[config.mk]
export PLATFORM = sky130hd
export DESIGN_NAME = id_remap_top
export DESIGN_NICKNAME = d
export VERILOG_FILES = /design/src/id_remap_pkg.sv /design/src/id_remap_table.sv /design/src/id_remap_issue.sv /design/src/id_remap_resp.sv /design/src/id_remap_top.sv
export SDC_FILE = /design/constraint.sdc
export NUM_CORES = 1
export LEC_CHECK = 0
export BUFFER_PORTS_ARGS = -buffer_cell sky130_fd_sc_hd__buf_2
export CORE_AREA = 3 3 107 109
export DETAILED_ROUTE_END_ITERATION = 8
export DIE_AREA = 0 0 110 112
export PLACE_DENSITY = 0.73
export REMOVE_ABC_BUFFERS = 1
export SLEW_MARGIN = 5
export SYNTH_ARGS = -nofsm -noshare
export SYNTH_HDL_FRONTEND = slang
export SYNTH_SLANG_ARGS = --single-unit
[constraint.sdc]
create_clock -name clk_i -period 8.1 [get_ports clk_i]
set_clock_uncertainty 0.2 [all_clocks]
set_input_delay 2.025 -clock clk_i [delete_from_list [all_inputs] [get_ports clk_i]]
set_output_delay 2.025 -clock clk_i [all_outputs]
set_load 0.02 [all_outputs]
[src/id_remap_pkg.sv]
// AXI ID remapper shared definitions
// ID, address and data widths, channel payload structs and the
// request and response bundles of the slave and master ports
package id_remap_pkg;

  // Slave-port IDs are wide, master-port IDs are compact
  localparam int unsigned SlvIdWidth = 4;
  localparam int unsigned MstIdWidth = 2;
  localparam int unsigned AddrWidth  = 32;
  localparam int unsigned DataWidth  = 32;

  typedef logic [SlvIdWidth-1:0] slv_id_t;
  typedef logic [MstIdWidth-1:0] mst_id_t;
  typedef logic [AddrWidth-1:0]  addr_t;
  typedef logic [DataWidth-1:0]  data_t;
  typedef logic [7:0]            len_t;
  typedef logic [1:0]            axi_resp_t;

  // Address channel, shared by AR and AW
  typedef struct packed {
    slv_id_t id;
    addr_t   addr;
    len_t    len;
  } slv_ax_t;

  typedef struct packed {
    mst_id_t id;
    addr_t   addr;
    len_t    len;
  } mst_ax_t;

  typedef struct packed {
    slv_id_t   id;
    axi_resp_t resp;
  } slv_b_t;

  typedef struct packed {
    mst_id_t   id;
    axi_resp_t resp;
  } mst_b_t;

  typedef struct packed {
    slv_id_t   id;
    data_t     data;
    axi_resp_t resp;
    logic      last;
  } slv_r_t;

  typedef struct packed {
    mst_id_t   id;
    data_t     data;
    axi_resp_t resp;
    logic      last;
  } mst_r_t;

  // Port bundles, W is not part of this design
  typedef struct packed {
    slv_ax_t aw;
    logic    aw_valid;
    slv_ax_t ar;
    logic    ar_valid;
    logic    b_ready;
    logic    r_ready;
  } slv_req_t;

  typedef struct packed {
    logic   aw_ready;
    logic   ar_ready;
    slv_b_t b;
    logic   b_valid;
    slv_r_t r;
    logic   r_valid;
  } slv_rsp_t;

  typedef struct packed {
    mst_ax_t aw;
    logic    aw_valid;
    mst_ax_t ar;
    logic    ar_valid;
    logic    b_ready;
    logic    r_ready;
  } mst_req_t;

  typedef struct packed {
    logic   aw_ready;
    logic   ar_ready;
    mst_b_t b;
    logic   b_valid;
    mst_r_t r;
    logic   r_valid;
  } mst_rsp_t;

endpackage

[src/id_remap_table.sv]
// ID remap table for one direction
// One entry per master ID holds the slave ID and a count of bursts in flight.
// Provides the lowest free master ID, the match for a slave ID and the
// slave ID behind a completing master ID
module id_remap_table import id_remap_pkg::*; #(
  parameter int unsigned TableSize = 4,
  parameter int unsigned MaxTxns   = 3
) (
  input  logic    clk_i,
  input  logic    rst_ni,
  input  logic    push_i,
  input  slv_id_t push_inp_id_i,
  input  mst_id_t push_oup_id_i,
  input  slv_id_t lookup_inp_id_i,
  input  logic    pop_i,
  input  mst_id_t pop_oup_id_i,
  output mst_id_t free_oup_id_o,
  output logic    full_o,
  output logic    exists_o,
  output logic    exists_full_o,
  output mst_id_t exists_oup_id_o,
  output slv_id_t pop_inp_id_o
);

  localparam int unsigned CntWidth = $clog2(MaxTxns + 1);
  typedef logic [CntWidth-1:0] cnt_t;

  slv_id_t [TableSize-1:0] inp_id_q;
  cnt_t    [TableSize-1:0] cnt_q;
  cnt_t    [TableSize-1:0] cnt_d;

  // Scan downwards so that the lowest free entry wins
  always_comb begin
    free_oup_id_o = '0;
    full_o        = 1'b1;
    for (int i = TableSize - 1; i >= 0; i--) begin
      if (cnt_q[i] == '0) begin
        free_oup_id_o = mst_id_t'(i);
        full_o        = 1'b0;
      end
    end
  end

  // An entry only counts as a match while it still has bursts in flight.
  // The mapping is one to one, so at most one entry can match
  always_comb begin
    exists_o        = 1'b0;
    exists_full_o   = 1'b0;
    exists_oup_id_o = '0;
    for (int i = 0; i < TableSize; i++) begin
      if (cnt_q[i] != '0 && inp_id_q[i] == lookup_inp_id_i) begin
        exists_o        = 1'b1;
        exists_full_o   = (cnt_q[i] == cnt_t'(MaxTxns));
        exists_oup_id_o = mst_id_t'(i);
      end
    end
  end

  always_comb begin
    pop_inp_id_o = '0;
    for (int i = 0; i < TableSize; i++) begin
      if (pop_oup_id_i == mst_id_t'(i)) begin
        pop_inp_id_o = inp_id_q[i];
      end
    end
  end

  // Push and pop may hit the same entry in one cycle and then cancel out
  always_comb begin
    logic push_hit;
    logic pop_hit;
    cnt_d = cnt_q;
    for (int i = 0; i < TableSize; i++) begin
      push_hit = push_i && (push_oup_id_i == mst_id_t'(i));
      pop_hit  = pop_i && (pop_oup_id_i == mst_id_t'(i));
      if (push_hit && !pop_hit) begin
        cnt_d[i] = cnt_q[i] + cnt_t'(1);
      end else if (pop_hit && !push_hit) begin
        cnt_d[i] = cnt_q[i] - cnt_t'(1);
      end
    end
  end

  always_ff @(posedge clk_i or negedge rst_ni) begin
    if (!rst_ni) begin
      cnt_q <= '0;
    end else begin
      cnt_q <= cnt_d;
    end
  end

  // The slave ID is only meaningful while the counter is nonzero
  always_ff @(posedge clk_i) begin
    for (int i = 0; i < TableSize; i++) begin
      if (push_i && push_oup_id_i == mst_id_t'(i)) begin
        inp_id_q[i] <= push_inp_id_i;
      end
    end
  end

endmodule

[src/id_remap_issue.sv]
// Address channel issue unit
// Grants a slave request when the remap table has room, picks the reused or
// the lowest free master ID and holds the request while the master stalls
module id_remap_issue import id_remap_pkg::*; #(
  parameter int unsigned TableSize = 4,
  parameter int unsigned MaxTxns   = 3
) (
  input  logic    clk_i,
  input  logic    rst_ni,
  input  logic    slv_valid_i,
  input  slv_ax_t slv_ax_i,
  input  logic    mst_ready_i,
  input  logic    exists_i,
  input  mst_id_t exists_oup_id_i,
  input  logic    exists_full_i,
  input  mst_id_t free_oup_id_i,
  input  logic    full_i,
  output logic    slv_ready_o,
  output logic    mst_valid_o,
  output mst_ax_t mst_ax_o,
  output logic    push_o,
  output mst_id_t push_oup_id_o
);

  typedef enum logic {
    st_idle,
    st_hold
  } state_e;

  state_e  state_q, state_d;
  mst_id_t hold_id_q;
  logic    grant;
  mst_id_t new_id;

  // An ID in flight must keep its master ID to preserve ordering
  assign grant  = exists_i ? !exists_full_i : !full_i;
  assign new_id = exists_i ? exists_oup_id_i : free_oup_id_i;

  always_comb begin
    state_d       = state_q;
    mst_valid_o   = 1'b0;
    push_o        = 1'b0;
    push_oup_id_o = new_id;
    mst_ax_o.id   = new_id;
    mst_ax_o.addr = slv_ax_i.addr;
    mst_ax_o.len  = slv_ax_i.len;
    unique case (state_q)
      st_idle: begin
        if (slv_valid_i && grant) begin
          mst_valid_o = 1'b1;
          push_o      = 1'b1;
          if (!mst_ready_i) begin
            state_d = st_hold;
          end
        end
      end
      st_hold: begin
        // Already pushed, only keep the request stable until accepted
        mst_valid_o = 1'b1;
        mst_ax_o.id = hold_id_q;
        if (mst_ready_i) begin
          state_d = st_idle;
        end
      end
      default: state_d = st_idle;
    endcase
  end

  assign slv_ready_o = mst_valid_o && mst_ready_i;

  always_ff @(posedge clk_i or negedge rst_ni) begin
    if (!rst_ni) begin
      state_q <= st_idle;
    end else begin
      state_q <= state_d;
    end
  end

  always_ff @(posedge clk_i) begin
    if (state_q == st_idle && push_o) begin
      hold_id_q <= new_id;
    end
  end

endmodule

[src/id_remap_resp.sv]
// Response ID restore for B and R
// Replaces master IDs with the slave IDs from the tables and raises the
// table pops when a write response or the last read beat completes
module id_remap_resp import id_remap_pkg::*; (
  input  logic    slv_b_ready_i,
  input  logic    slv_r_ready_i,
  input  mst_b_t  mst_b_i,
  input  logic    mst_b_valid_i,
  input  mst_r_t  mst_r_i,
  input  logic    mst_r_valid_i,
  input  slv_id_t wr_inp_id_i,
  input  slv_id_t rd_inp_id_i,
  output slv_b_t  slv_b_o,
  output logic    slv_b_valid_o,
  output slv_r_t  slv_r_o,
  output logic    slv_r_valid_o,
  output logic    mst_b_ready_o,
  output logic    mst_r_ready_o,
  output logic    wr_pop_o,
  output logic    rd_pop_o,
  output mst_id_t wr_pop_oup_id_o,
  output mst_id_t rd_pop_oup_id_o
);

  // The tables are looked up with the master ID of the current response
  assign wr_pop_oup_id_o = mst_b_i.id;
  assign rd_pop_oup_id_o = mst_r_i.id;

  assign slv_b_o.id      = wr_inp_id_i;
  assign slv_b_o.resp    = mst_b_i.resp;
  assign slv_b_valid_o   = mst_b_valid_i;
  assign mst_b_ready_o   = slv_b_ready_i;

  assign slv_r_o.id      = rd_inp_id_i;
  assign slv_r_o.data    = mst_r_i.data;
  assign slv_r_o.resp    = mst_r_i.resp;
  assign slv_r_o.last    = mst_r_i.last;
  assign slv_r_valid_o   = mst_r_valid_i;
  assign mst_r_ready_o   = slv_r_ready_i;

  // A write burst ends with its single B
  assign wr_pop_o = mst_b_valid_i && slv_b_ready_i;

  // A read burst keeps its entry until the last beat is accepted
  assign rd_pop_o = mst_r_valid_i && slv_r_ready_i && mst_r_i.last;

endmodule

[src/id_remap_top.sv]
// AXI ID remapper top level
// Maps 4-bit slave-port IDs onto 2-bit master-port IDs with one remap
// table and issue unit per direction and restores IDs on B and R
module id_remap_top import id_remap_pkg::*; #(
  parameter int unsigned TableSize = 4,
  parameter int unsigned MaxTxns   = 3
) (
  input  logic     clk_i,
  input  logic     rst_ni,
  input  slv_req_t slv_req_i,
  output slv_rsp_t slv_rsp_o,
  output mst_req_t mst_req_o,
  input  mst_rsp_t mst_rsp_i
);

  // Write direction table interface
  mst_id_t wr_free_id, wr_exists_id, wr_push_id, wr_pop_id;
  logic    wr_full, wr_exists, wr_exists_full, wr_push, wr_pop;
  slv_id_t wr_pop_inp_id;

  // Read direction table interface
  mst_id_t rd_free_id, rd_exists_id, rd_push_id, rd_pop_id;
  logic    rd_full, rd_exists, rd_exists_full, rd_push, rd_pop;
  slv_id_t rd_pop_inp_id;

  mst_ax_t aw_ax, ar_ax;
  logic    aw_valid, ar_valid, aw_ready, ar_ready;
  slv_b_t  slv_b;
  slv_r_t  slv_r;
  logic    slv_b_valid, slv_r_valid, mst_b_ready, mst_r_ready;

  id_remap_table #(
    .TableSize ( TableSize ),
    .MaxTxns   ( MaxTxns   )
  ) u_wr_table (
    .clk_i,
    .rst_ni,
    .push_i          ( wr_push         ),
    .push_inp_id_i   ( slv_req_i.aw.id ),
    .push_oup_id_i   ( wr_push_id      ),
    .lookup_inp_id_i ( slv_req_i.aw.id ),
    .pop_i           ( wr_pop          ),
    .pop_oup_id_i    ( wr_pop_id       ),
    .free_oup_id_o   ( wr_free_id      ),
    .full_o          ( wr_full         ),
    .exists_o        ( wr_exists       ),
    .exists_full_o   ( wr_exists_full  ),
    .exists_oup_id_o ( wr_exists_id    ),
    .pop_inp_id_o    ( wr_pop_inp_id   )
  );

  id_remap_table #(
    .TableSize ( TableSize ),
    .MaxTxns   ( MaxTxns   )
  ) u_rd_table (
    .clk_i,
    .rst_ni,
    .push_i          ( rd_push         ),
    .push_inp_id_i   ( slv_req_i.ar.id ),
    .push_oup_id_i   ( rd_push_id      ),
    .lookup_inp_id_i ( slv_req_i.ar.id ),
    .pop_i           ( rd_pop          ),
    .pop_oup_id_i    ( rd_pop_id       ),
    .free_oup_id_o   ( rd_free_id      ),
    .full_o          ( rd_full         ),
    .exists_o        ( rd_exists       ),
    .exists_full_o   ( rd_exists_full  ),
    .exists_oup_id_o ( rd_exists_id    ),
    .pop_inp_id_o    ( rd_pop_inp_id   )
  );

  id_remap_issue #(
    .TableSize ( TableSize ),
    .MaxTxns   ( MaxTxns   )
  ) u_aw_issue (
    .clk_i,
    .rst_ni,
    .slv_valid_i     ( slv_req_i.aw_valid ),
    .slv_ax_i        ( slv_req_i.aw       ),
    .mst_ready_i     ( mst_rsp_i.aw_ready ),
    .exists_i        ( wr_exists          ),
    .exists_oup_id_i ( wr_exists_id       ),
    .exists_full_i   ( wr_exists_full     ),
    .free_oup_id_i   ( wr_free_id         ),
    .full_i          ( wr_full            ),
    .slv_ready_o     ( aw_ready           ),
    .mst_valid_o     ( aw_valid           ),
    .mst_ax_o        ( aw_ax              ),
    .push_o          ( wr_push            ),
    .push_oup_id_o   ( wr_push_id         )
  );

  id_remap_issue #(
    .TableSize ( TableSize ),
    .MaxTxns   ( MaxTxns   )
  ) u_ar_issue (
    .clk_i,
    .rst_ni,
    .slv_valid_i     ( slv_req_i.ar_valid ),
    .slv_ax_i        ( slv_req_i.ar       ),
    .mst_ready_i     ( mst_rsp_i.ar_ready ),
    .exists_i        ( rd_exists          ),
    .exists_oup_id_i ( rd_exists_id       ),
    .exists_full_i   ( rd_exists_full     ),
    .free_oup_id_i   ( rd_free_id         ),
    .full_i          ( rd_full            ),
    .slv_ready_o     ( ar_ready           ),
    .mst_valid_o     ( ar_valid           ),
    .mst_ax_o        ( ar_ax              ),
    .push_o          ( rd_push            ),
    .push_oup_id_o   ( rd_push_id         )
  );

  id_remap_resp u_resp (
    .slv_b_ready_i   ( slv_req_i.b_ready ),
    .slv_r_ready_i   ( slv_req_i.r_ready ),
    .mst_b_i         ( mst_rsp_i.b       ),
    .mst_b_valid_i   ( mst_rsp_i.b_valid ),
    .mst_r_i         ( mst_rsp_i.r       ),
    .mst_r_valid_i   ( mst_rsp_i.r_valid ),
    .wr_inp_id_i     ( wr_pop_inp_id     ),
    .rd_inp_id_i     ( rd_pop_inp_id     ),
    .slv_b_o         ( slv_b             ),
    .slv_b_valid_o   ( slv_b_valid       ),
    .slv_r_o         ( slv_r             ),
    .slv_r_valid_o   ( slv_r_valid       ),
    .mst_b_ready_o   ( mst_b_ready       ),
    .mst_r_ready_o   ( mst_r_ready       ),
    .wr_pop_o        ( wr_pop            ),
    .rd_pop_o        ( rd_pop            ),
    .wr_pop_oup_id_o ( wr_pop_id         ),
    .rd_pop_oup_id_o ( rd_pop_id         )
  );

  assign mst_req_o.aw       = aw_ax;
  assign mst_req_o.aw_valid = aw_valid;
  assign mst_req_o.ar       = ar_ax;
  assign mst_req_o.ar_valid = ar_valid;
  assign mst_req_o.b_ready  = mst_b_ready;
  assign mst_req_o.r_ready  = mst_r_ready;

  assign slv_rsp_o.aw_ready = aw_ready;
  assign slv_rsp_o.ar_ready = ar_ready;
  assign slv_rsp_o.b        = slv_b;
  assign slv_rsp_o.b_valid  = slv_b_valid;
  assign slv_rsp_o.r        = slv_r;
  assign slv_rsp_o.r_valid  = slv_r_valid;

endmodule

==> metrics.cfg, run 1 <==
[status]
outcome = finished clean

[floorplanning]
initial_core_util_pct = 37.05
core_um2 = 10700
ios = 276
die-width_um = 110
die_y_um = 112
die_area_um2 = 12320
rows = 38

[worst_setup_path]
cp_max_fo = 8
endpoint_kind = output port
ff2ff_path_depth = 10
r2r_start = u_wr_table.inp_id_q[7]
worst_ep_required_time_ps = 5880
crit_type = in2out
startpoint = slv_req_i[45]
reg2reg_setup_slack_ps = 4680
cp.arrival_ps = 3890
cp-start-kind = input port
cp-endpoint = slv_rsp_o[47]
reg2reg_to = u_wr_table.cnt_q[3]

[clock_tree]
cts_resized = 0
postCtsSetupBuffers = 0
root_buffer = clkbuf_8
cts_tree = built
ctsHoldBuffers = 0
cts_num_sinks = 54
path_clk_slew_ps = 90
cts_max_path_buffers = 2
insertion_delay_ps = 310
htreeDepth = 2
cts_made_buffers = 5

[job]
maxCapViolations = 0

[yosys]
synth.distinct_cells = 41
synthCells = 355
syn_area_um2 = 3964
synth-async-reset-ratio_pct = 33.33
synth_flop_cell = edfxtp_1
synth-seq-cells = 54
synth_area_leaders = edfxtp_1, buf_4, dfrtp_1
avgSynthCellArea_um2 = 11.17
yosysTopAreaCellShare_pct = 27.27
synth-seq-area-share_pct = 38.64
yosys.area.top_type = edfxtp_1
yosysWarnings = 0
synth_edf_count = 36

[grt]
grt_pass1_vias = 2378
track_usage_pct = 36.11
grt_max_degree = 19
grt_pass1_wl_um = 27320
antenna_found_initial = 1
grt.overflow.total = 0

[finish]
multiInputGateArea_um2 = 1448
regArea_um2 = 1531
area_growth_pct = -12.22
fin_nets = 422
most-common-layout-cells = buf_2, xor2_1, edfxtp_1, dfrtp_1, nor2_1
drive_gt1_share_pct = 28.62
final_common_cell = buf_2
filler_cell_count = 1070
final_util_pct = 32.53

[worst_hold_path]
hp-class = reg2reg

[sta]
fin_ws_ps = 1986
tightestPinTransition_ps = 813.9
setup_violations = 0
hold_viol_final = 0
rsz0062_at_grt = false
slew_headroom_pct = 45.60
max_clock_freq_mhz = 163.6
finalMaxSlewViolations = 0
holdWs_ps = 294.1
post-route-min-period_ps = 6114
fin_tns_setup_ps = 0
fin_crit_sh_pct = 75.48

[route]
drt-total-wl_um = 22320
drcViolationCount = 0
drt-initial-drc-count = 189
wire_per_inst_um = 53.51
vias = 2448
first_pass_iters = 4
viasPerCell = 5.871
antenna_left = 0

[pwr]
vdd_ir_drop_max_mv = 0.2436
power.leakage_nw = 1.370
power_density_nw_per_um2 = 328.4

[placement]
gp_congestion = 1.241
io_buffers = 43
dp_hpwl_um = 20480
preCtsSetupSlack_ps = 1998

==> registers in the layout, indices dropped and copies added (netlist names) <==
signal	flops
u_ar_issue.hold_id_q	2
u_ar_issue.state_q	1
u_aw_issue.hold_id_q	2
u_aw_issue.state_q	1
u_rd_table.cnt_q	8
u_rd_table.inp_id_q	16
u_wr_table.cnt_q	8
u_wr_table.inp_id_q	16
==> worst min path at each step <==
stage	start	end	cells after the start
after floorplan	u_rd_table.cnt_q[1]	u_rd_table.cnt_q[1]	1
after global placement	u_rd_table.cnt_q[1]	u_rd_table.cnt_q[1]	1
after detailed placement	u_rd_table.cnt_q[1]	u_rd_table.cnt_q[1]	1
after CTS	u_rd_table.cnt_q[1]	u_rd_table.cnt_q[1]	1
after global routing	u_wr_table.cnt_q[1]	u_wr_table.cnt_q[1]	1
final	u_rd_table.cnt_q[1]	u_rd_table.cnt_q[1]	1
==> layout make-up <==
type	count	area share, %
inverters	5	0.5394
flip-flops and latches	54	44.01
clock buffers	6	2.086
diodes	1	0.07192
well taps	140	5.034
multi-input cells	165	41.60
repair buffers	44	6.401
clock inverters	2	0.2517
==> critical path: stages <==
cell	delay (ps)
buf_2	160
xor2_1	200
nor4_4	350
o21ai_1	140
a211o_1	280
a211o_2	380
a21boi_1	160
buf_2	180
==> where the power goes <==
part	switching, mW	internal, mW	leakage, nW	total (mW)
Combinational	0.284	0.218	0.784	0.502
Sequential	0.0910	0.403	0.544	0.494
Clock	0.0873	0.0597	0.0426	0.147
Total	0.462	0.681	1.37	1.14
==> Yosys cell counts, types with 3 or more instances <==
library cell / n
xnor2_1: 16
mux2_2: 4
ha_1: 8
mux4_2: 8
nor2_1: 17
nand3_1: 4
nand2_1: 8
nor4b_2: 4
a21oi_1: 6
clkbuf_1: 4
nor4_1: 4
dfrtp_1: 18
nor3_1: 5
and3_1: 3
buf_4: 126
a211o_1: 5
xor2_1: 40
edfxtp_1: 36
inv_1: 5
==> metrics by stage <==
| stage | instances | cell area, um2 | power [mW] |
|---|---|---|---|
| after floorplan | 224 | 2998 | 0.8488 |
| after global placement | 408 | 3396 | 0.9729 |
| after detailed placement | 408 | 3396 | 0.9947 |
| after CTS | 416 | 3477 | 1.145 |
| after global routing | 417 | 3480 | 1.218 |
| final | 417 | 3480 | 1.143 |
==> cells by family after synthesis <==
group / share of synthesized area (%)
buffers and inverters: 24.84
DFF: 38.64
and+or+nand+nor: 11.17
AOI/OAI and AO/OA: 4.766
adders and majority gates: 2.525
muxes: 5.682
xor gates and xnor gates: 12.37
==> metal layers <==
layer	up-vias	share of wire (%)	track usage [%]
met4	2	10	29.84
met1	1092	17	18.79
met3	85	26	44.06
met2	325	46	55.22
li1	944	-	-
met5	-	0.39	8.403
No activity file was read; power rests on OpenSTA's default activity.
==> run 2: changes to the inputs <==
--- a/config.mk
+++ b/config.mk
@@ -5,11 +5,12 @@
 export SDC_FILE = /design/constraint.sdc
 export NUM_CORES = 1
 export LEC_CHECK = 0
+export ABC_AREA = 1
 export BUFFER_PORTS_ARGS = -buffer_cell sky130_fd_sc_hd__buf_2
-export CORE_AREA = 3 3 107 109
+export CORE_MARGIN = 3
+export CORE_UTILIZATION = 39
 export DETAILED_ROUTE_END_ITERATION = 8
-export DIE_AREA = 0 0 110 112
-export PLACE_DENSITY = 0.73
+export PLACE_DENSITY = 0.78
 export REMOVE_ABC_BUFFERS = 1
 export SLEW_MARGIN = 5
 export SYNTH_ARGS = -nofsm -noshare
==> constraint.sdc (replaced) <==
create_clock -name clk_i -period 5.05 [get_ports clk_i]
set_clock_uncertainty 0.2 [all_clocks]
set_input_delay 1.2625 -clock clk_i [delete_from_list [all_inputs] [get_ports clk_i]]
set_output_delay 1.2625 -clock clk_i [all_outputs]
set_load 0.02 [all_outputs]
==> metrics.cfg, run 2 <==
[route]
wire_per_inst_um = 38.95  ; was 53.51 um
first_pass_iters = 5  ; was 4
drt-initial-drc-count = 250  ; was 189
drt-total-wl_um = 23140  ; was 22320 um
vias = 3227  ; was 2448
antenna_left = 0  ; unchanged
viasPerCell = 5.433  ; was 5.871
drcViolationCount = 0  ; unchanged

[grt]
grt_pass1_wl_um = 28780  ; was 27320 um
antenna_found_initial = 0  ; was 1
grt_max_degree = 19  ; unchanged
track_usage_pct = 37.79  ; was 36.11%
grt_pass1_vias = 2993  ; was 2378
grt.overflow.total = 0  ; unchanged

[clock_tree]
cts_resized = 0  ; unchanged
path_clk_slew_ps = 90  ; about the same
insertion_delay_ps = 320  ; was 310 ps
cts_num_sinks = 54  ; unchanged
cts_max_path_buffers = 2  ; unchanged
postCtsSetupBuffers = 0  ; unchanged
cts_made_buffers = 5  ; unchanged
htreeDepth = 2  ; unchanged
cts_tree = built  ; unchanged
ctsHoldBuffers = 0  ; unchanged
root_buffer = clkbuf_8  ; unchanged

[finish]
final_common_cell = nand2_1  ; was buf_2
fin_nets = 604  ; was 422
area_growth_pct = -9.862  ; was -12.22%
antennaDiodeCount = 0  ; was 1
drive_gt1_share_pct = 20.96  ; was 28.62%
design_area_um2 = 3831  ; was 3480 um2
most-common-layout-cells = nand2_1, inv_1, buf_2, edfxtp_1, nor2_1  ; was buf_2, xor2_1, edfxtp_1, dfrtp_1, nor2_1
reg_top3 = u_rd_table.inp_id_q: 16 flops, u_wr_table.inp_id_q: 16 flops  ; unchanged

[placement]
preCtsSetupSlack_ps = 847.9  ; was 1998 ps
postPlaceCellArea_um2 = 3715  ; was 3396 um2
dp_hpwl_um = 21190  ; was 20480 um
io_buffers = 43  ; unchanged
gp_congestion = 1.145  ; was 1.241

[worst_setup_path]
cp_max_fo = 8  ; unchanged
worst_ep_required_time_ps = 3590  ; was 5880 ps
crit_type = in2out  ; unchanged
cp.arrival_ps = 2780  ; was 3890 ps
cpPeakStageDelay_ps = 180  ; was 380 ps
cpLargestDelayFamily = simple AND/OR/NAND/NOR gates  ; was compound AO/OA/AOI/OAI gates
cp-start-kind = input port  ; unchanged
cp.depth = 12  ; was 8
ff2ff_path_depth = 15  ; was 10
cpMostUsedCell = nand2_1  ; was buf_2
slowest_stage = nor2_1  ; was a211o_2
cp_cell_sequence = buf_2 -> inv_2 -> nand2_1 -> nand2_1 -> nor2_1 -> nand3_1 -> nand2_1 -> nor2_2 -> a21oi_2 -> nand3_2 -> a21oi_1 -> buf_2  ; was buf_2 -> xor2_1 -> nor4_4 -> o21ai_1 -> a211o_1 -> a211o_2 -> a21boi_1 -> buf_2
cp_num_buf_inv = 3  ; was 2
endpoint_kind = output port  ; unchanged

[floorplanning]
ios = 276  ; unchanged
die-width_um = 110.4  ; was 110 um
core_um2 = 10460  ; was 10700 um2
die_area_um2 = 12190  ; was 12320 um2
initial_core_util_pct = 40.62  ; was 37.05%
rows = 37  ; was 38
die_y_um = 110.4  ; was 112 um

[sta]
setup_violations = 0  ; unchanged
fin_tns_setup_ps = 0  ; unchanged
finalMaxSlewViolations = 0  ; unchanged
hold_viol_final = 0  ; unchanged
fin_crit_sh_pct = 84.01
post-route-min-period_ps = 4242
max_clock_freq_mhz = 235.7
fin_ws_ps = 807.5  ; was 1986 ps
holdWs_ps = 310.3  ; was 294.1 ps
slew_headroom_pct = 58.48  ; was 45.60%
tightestPinTransition_ps = 620.4  ; was 813.9 ps
rsz0062_at_grt = false  ; unchanged

[pwr]
vdd_ir_drop_max_mv = 0.3553  ; was 0.2436 mV
power_frac_comb_pct = 46.8  ; was 43.9%
power.switching_mw = 0.8345  ; was 0.4622 mW
power.leakage_nw = 1.878  ; was 1.370 nW
clkPwrFrac_pct = 15.8  ; was 12.9%
switching_share_pct = 42.94  ; was 40.44%
power_density_nw_per_um2 = 507.2  ; was 328.4 nW/um2
p_int_mw = 1.109  ; was 0.6807 mW
p_seq_share_pct = 37.4  ; was 43.2%

[yosys]
synth_edf_count = 36  ; unchanged
synth-seq-cells = 54  ; unchanged
synth_flop_cell = edfxtp_1  ; unchanged
avgSynthCellArea_um2 = 8.019  ; was 11.17 um2
synth-seq-area-share_pct = 36.03  ; was 38.64%
synthCells = 530  ; was 355
synth_commonest_cells = buf_4, nand2_1, inv_1  ; was buf_4, xor2_1, edfxtp_1
synth-async-reset-ratio_pct = 33.33  ; unchanged
yosysMostFrequentCell = buf_4  ; unchanged
synth_area_leaders = edfxtp_1, buf_4, nand2_1  ; was edfxtp_1, buf_4, dfrtp_1
synth.distinct_cells = 39  ; was 41
yosysWarnings = 0  ; unchanged
syn_area_um2 = 4250  ; was 3964 um2
yosysTopAreaCellShare_pct = 25.43  ; was 27.27%
yosys.area.top_type = edfxtp_1  ; unchanged

[worst_hold_path]
hold_path_depth = 1  ; unchanged
hp-class = reg2reg  ; unchanged

[job]
maxCapViolations = 0  ; unchanged

[status]
outcome = finished clean  ; unchanged

==> run 2: power groups by stage <==
stage,clock network (mW),registers (mW),logic (mW)
floorplan,0,0.713,0.664
global placement,0,0.728,0.862
detailed placement,0,0.733,0.894
CTS,0.314,0.725,0.903
global route,0.335,0.744,1.01
finish,0.307,0.727,0.909
==> run 2: worst paths after layout <==
kind                                             to           startpoint  slack (ps)
worst max-delay path                  slv_rsp_o[47]        slv_req_i[46]         810
worst min-delay path            u_wr_table.cnt_q[4]  u_wr_table.cnt_q[4]         310
worst max register to register  u_rd_table.cnt_q[7]  u_rd_table.cnt_q[4]        2000
worst min register to register  u_wr_table.cnt_q[4]  u_wr_table.cnt_q[4]         310
max in group asynchronous       u_wr_table.cnt_q[2]               rst_ni        3660
min in group asynchronous       u_rd_table.cnt_q[3]               rst_ni         680
==> run 2: per-stage QoR <==
stage,std cells,utilization (%),power [mW]
after global placement,586,35.51,1.591
after floorplan,404,-,1.377
after CTS,594,36.62,1.941
after global routing,594,36.62,2.093
final,594,36.62,1.943
after detailed placement,586,35.51,1.627
==> run 2: metal layers <==
layer  vias up  track usage [%]  wire (um)  part of all wire, %
met5         -            13.39        107                 0.46
met3        99            43.39       6098                   26
met4         6            34.56       2672                   12
met1      1392            20.35       4005                   17
li1       1390                -          -                    -
met2       340            58.15      10250                   44
==> run 2: final cells by class <==
cell class / count / area, um2
Fill cell: 1097 / 6631
Sequential cell: 54 / 1531
Tap cell: 136 / 170.2
Timing Repair Buffer: 46 / 237.7
Multi-Input combinational cell: 276 / 1498
Clock buffer: 7 / 86.33
Inverter: 74 / 277.8
Clock inverter: 1 / 30.03
==> run 2: cell families after synthesis <==
logic type	Yosys count	synth area share [%]
buffers and inverters	200	28.73
adder cells (fa/ha/maj)	8	2.355
flip-flops	54	36.03
XOR/XNOR	27	5.564
AO/OA/AOI/OAI	50	7.478
AND/OR/NAND/NOR	191	19.84
==> run 3: changes to the inputs <==
--- a/config.mk
+++ b/config.mk
@@ -5,10 +5,10 @@
 export SDC_FILE = /design/constraint.sdc
 export NUM_CORES = 1
 export LEC_CHECK = 0
-export ABC_AREA = 1
+export ABC_AREA = 0
 export BUFFER_PORTS_ARGS = -buffer_cell sky130_fd_sc_hd__buf_2
 export CORE_MARGIN = 3
-export CORE_UTILIZATION = 39
+export CORE_UTILIZATION = 38
 export DETAILED_ROUTE_END_ITERATION = 8
 export PLACE_DENSITY = 0.78
 export REMOVE_ABC_BUFFERS = 1
==> constraint.sdc (replaced) <==
create_clock -name clk_i -period 3.6 [get_ports clk_i]
set_clock_uncertainty 0.2 [all_clocks]
set_input_delay 0.9 -clock clk_i [delete_from_list [all_inputs] [get_ports clk_i]]
set_output_delay 0.9 -clock clk_i [all_outputs]
set_load 0.02 [all_outputs]
==> metrics.cfg, run 3 (same netlist as run 1, synthesis figures left out) <==
[route]
wire_per_inst_um = 52.68  ; was 38.95 um
first_pass_iters = 5  ; unchanged
drcViolationCount = 0  ; unchanged
antenna_left = 0  ; unchanged
viasPerCell = 5.975  ; was 5.433
drt-total-wl_um = 23600  ; was 23140 um
vias = 2677  ; was 3227
drt-initial-drc-count = 209  ; was 250

[pwr]
p_int_mw = 1.924  ; was 1.109 mW
power.leakage_nw = 1.705  ; was 1.878 nW
vdd_ir_drop_max_mv = 0.7381  ; was 0.3553 mV
power_frac_comb_pct = 50.2  ; was 46.8%
clkPwrFrac_pct = 13.3  ; was 15.8%
power_density_nw_per_um2 = 742.8  ; was 507.2 nW/um2
p_seq_share_pct = 36.6  ; was 37.4%
power.switching_mw = 1.215  ; was 0.8345 mW
switching_share_pct = 38.70  ; was 42.94%

[floorplanning]
ios = 276  ; unchanged
initial_core_util_pct = 39.82  ; was 40.62%
core_um2 = 9955  ; was 10460 um2
die-width_um = 108.1  ; was 110.4 um
die_y_um = 108.1  ; was 110.4 um
rows = 36  ; was 37
die_area_um2 = 11690  ; was 12190 um2

[sta]
hold_viol_final = 0  ; unchanged
fin_crit_sh_pct = 101.9
max_clock_freq_mhz = 272.7
finalMaxSlewViolations = 0  ; unchanged
slew_headroom_pct = 69.29  ; was 58.48%
holdWs_ps = 307.1  ; was 310.3 ps
rsz0062_at_grt = true  ; was false
post-route-min-period_ps = 3667
setup_violations = 5  ; was 0
fin_tns_setup_ps = -194.6  ; was 0 ps
fin_ws_ps = -67.36  ; was 807.5 ps
tightestPinTransition_ps = 460.7  ; was 620.4 ps

[clock_tree]
cts_num_sinks = 54  ; unchanged
cts_tree = built  ; unchanged
cts_made_buffers = 5  ; unchanged
insertion_delay_ps = 310  ; was 320 ps
root_buffer = clkbuf_8  ; unchanged
htreeDepth = 2  ; unchanged
cts_max_path_buffers = 2  ; unchanged
path_clk_slew_ps = 100  ; was 90 ps
ctsHoldBuffers = 0  ; unchanged

[grt]
grt_pass1_vias = 2462  ; was 2993
track_usage_pct = 39.00  ; was 37.79%
grt_pass1_wl_um = 28070  ; was 28780 um
antenna_found_initial = 0  ; unchanged
grt_max_degree = 19  ; unchanged
grt_use_met1_pct = 19.19  ; was 20.35%
grt.overflow.total = 0  ; unchanged
grt.busiest_layer = met2  ; unchanged
grt_use_met2_pct = 64.21  ; was 58.15%
grt_use_met3_pct = 46.03  ; was 43.39%

[worst_setup_path]
slowest_stage = o41ai_4  ; was nor2_1
cp.arrival_ps = 2570  ; was 2780 ps
cp_num_buf_inv = 2  ; was 3
cp-start-kind = input port  ; unchanged
reg2reg_setup_slack_ps = 250  ; was 2000 ps
cpLargestDelayFamily = compound AO/OA/AOI/OAI gates  ; was simple AND/OR/NAND/NOR gates
cp_max_fo = 3  ; was 8
cp_cell_sequence = buf_12 -> xor2_4 -> o41ai_4 -> o21bai_4 -> a21oi_2 -> or2_1 -> mux2_4 -> buf_6  ; was buf_2 -> inv_2 -> nand2_1 -> nand2_1 -> nor2_1 -> nand3_1 -> nand2_1 -> nor2_2 -> a21oi_2 -> nand3_2 -> a21oi_1 -> buf_2
endpoint_kind = output port  ; unchanged
worst_ep_required_time_ps = 2500  ; was 3590 ps
crit_type = in2out  ; unchanged
cpPeakStageDelay_ps = 440  ; was 180 ps

[finish]
design_area_um2 = 4227  ; was 3831 um2
final_common_cell = buf_4  ; was nand2_1
filler_cell_count = 872  ; was 1097
final_util_pct = 42.46  ; was 36.62%
most-common-layout-cells = buf_4, edfxtp_1, buf_2, xor2_1, dfrtp_1  ; was nand2_1, inv_1, buf_2, edfxtp_1, nor2_1
antennaDiodeCount = 0  ; unchanged
reg_top3 = u_rd_table.inp_id_q: 16 flops, u_wr_table.inp_id_q: 16 flops  ; unchanged
area_growth_pct = 6.629  ; was -9.862%
fin_nets = 461  ; was 604
drive_gt1_share_pct = 47.62  ; was 20.96%

[placement]
postPlaceCellArea_um2 = 3612  ; was 3715 um2
preCtsSetupSlack_ps = -135.9  ; was 847.9 ps
dp_hpwl_um = 20940  ; was 21190 um
io_buffers = 43  ; unchanged
gp_congestion = 1.112  ; was 1.145

[job]
maxCapViolations = 0  ; unchanged

[status]
violations = setup timing
outcome = finished, violations left  ; was finished clean

[worst_hold_path]
hp-class = reg2reg  ; unchanged

[run 3: changes by cell type in the layout (fill, tap and decap cells not counted), sizes merged, moves of 8 or more]
cell	change
mux4	+8
nor2	-23
nand3	-11
xor2	+26
nor4	+8
o21ai	-14
nand2	-120
inv	-66
buf	+37
a21oi	-14
[run 3: power by group through the flow]
stage / clock, mW / combinational (mW) / sequential, mW
after floorplan: 0 / 0.848 / 1.06
after global placement: 0 / 1.23 / 1.10
after detailed placement: 0 / 1.26 / 1.12
after CTS: 0.418 / 1.38 / 1.11
after global routing: 0.440 / 1.69 / 1.16
final: 0.416 / 1.57 / 1.15
[run 3: repair_timing]
item                       in CTS  in global routing
pin swaps                      16                 25
buffers inserted                6                  4
hold endpoints to repair        0                  0
setup endpoints to repair       7                 11
gates resized for setup        28                 56
[run 3: worst paths after layout]
kind | cells past startpoint | endpoint | start
min in group asynchronous | 1 | u_wr_table.cnt_q[0] | rst_ni
setup / recovery | 8 | mst_req_o[43] | slv_req_i[44]
setup reg to reg | 13 | u_rd_table.cnt_q[1] | u_rd_table.inp_id_q[6]
max in group asynchronous | 1 | u_wr_table.cnt_q[4] | rst_ni
hold reg to reg | 1 | u_wr_table.cnt_q[1] | u_wr_table.cnt_q[1]
hold / removal | 1 | u_wr_table.cnt_q[1] | u_wr_table.cnt_q[1]
[run 3: metal layers]
metal	wire length [um]	vias up	share of wire (%)
met1	3938	1236	17
met5	170	-	0.72
met3	6060	96	26
met4	2193	8	9.3
li1	-	1002	-
met2	11240	335	48
[run 3: cell type report]
cell class | count | area (um2) | area share [%]
sequential | 54 | 1531 | 36.23
multi-input combinational | 165 | 1770 | 41.89
clock buffer | 6 | 72.57 | 1.717
clock inverter | 2 | 37.54 | 0.8881
timing repair buffer | 83 | 629.4 | 14.89
inverter | 5 | 18.77 | 0.4441
tap | 133 | 166.4 | 3.937
[run 3: metrics by stage]
step,std cells,total power [mW]
floorplan,224,1.910
global placement,431,2.330
detailed placement,431,2.377
CTS,445,2.903
global route,448,3.294
finish,448,3.139
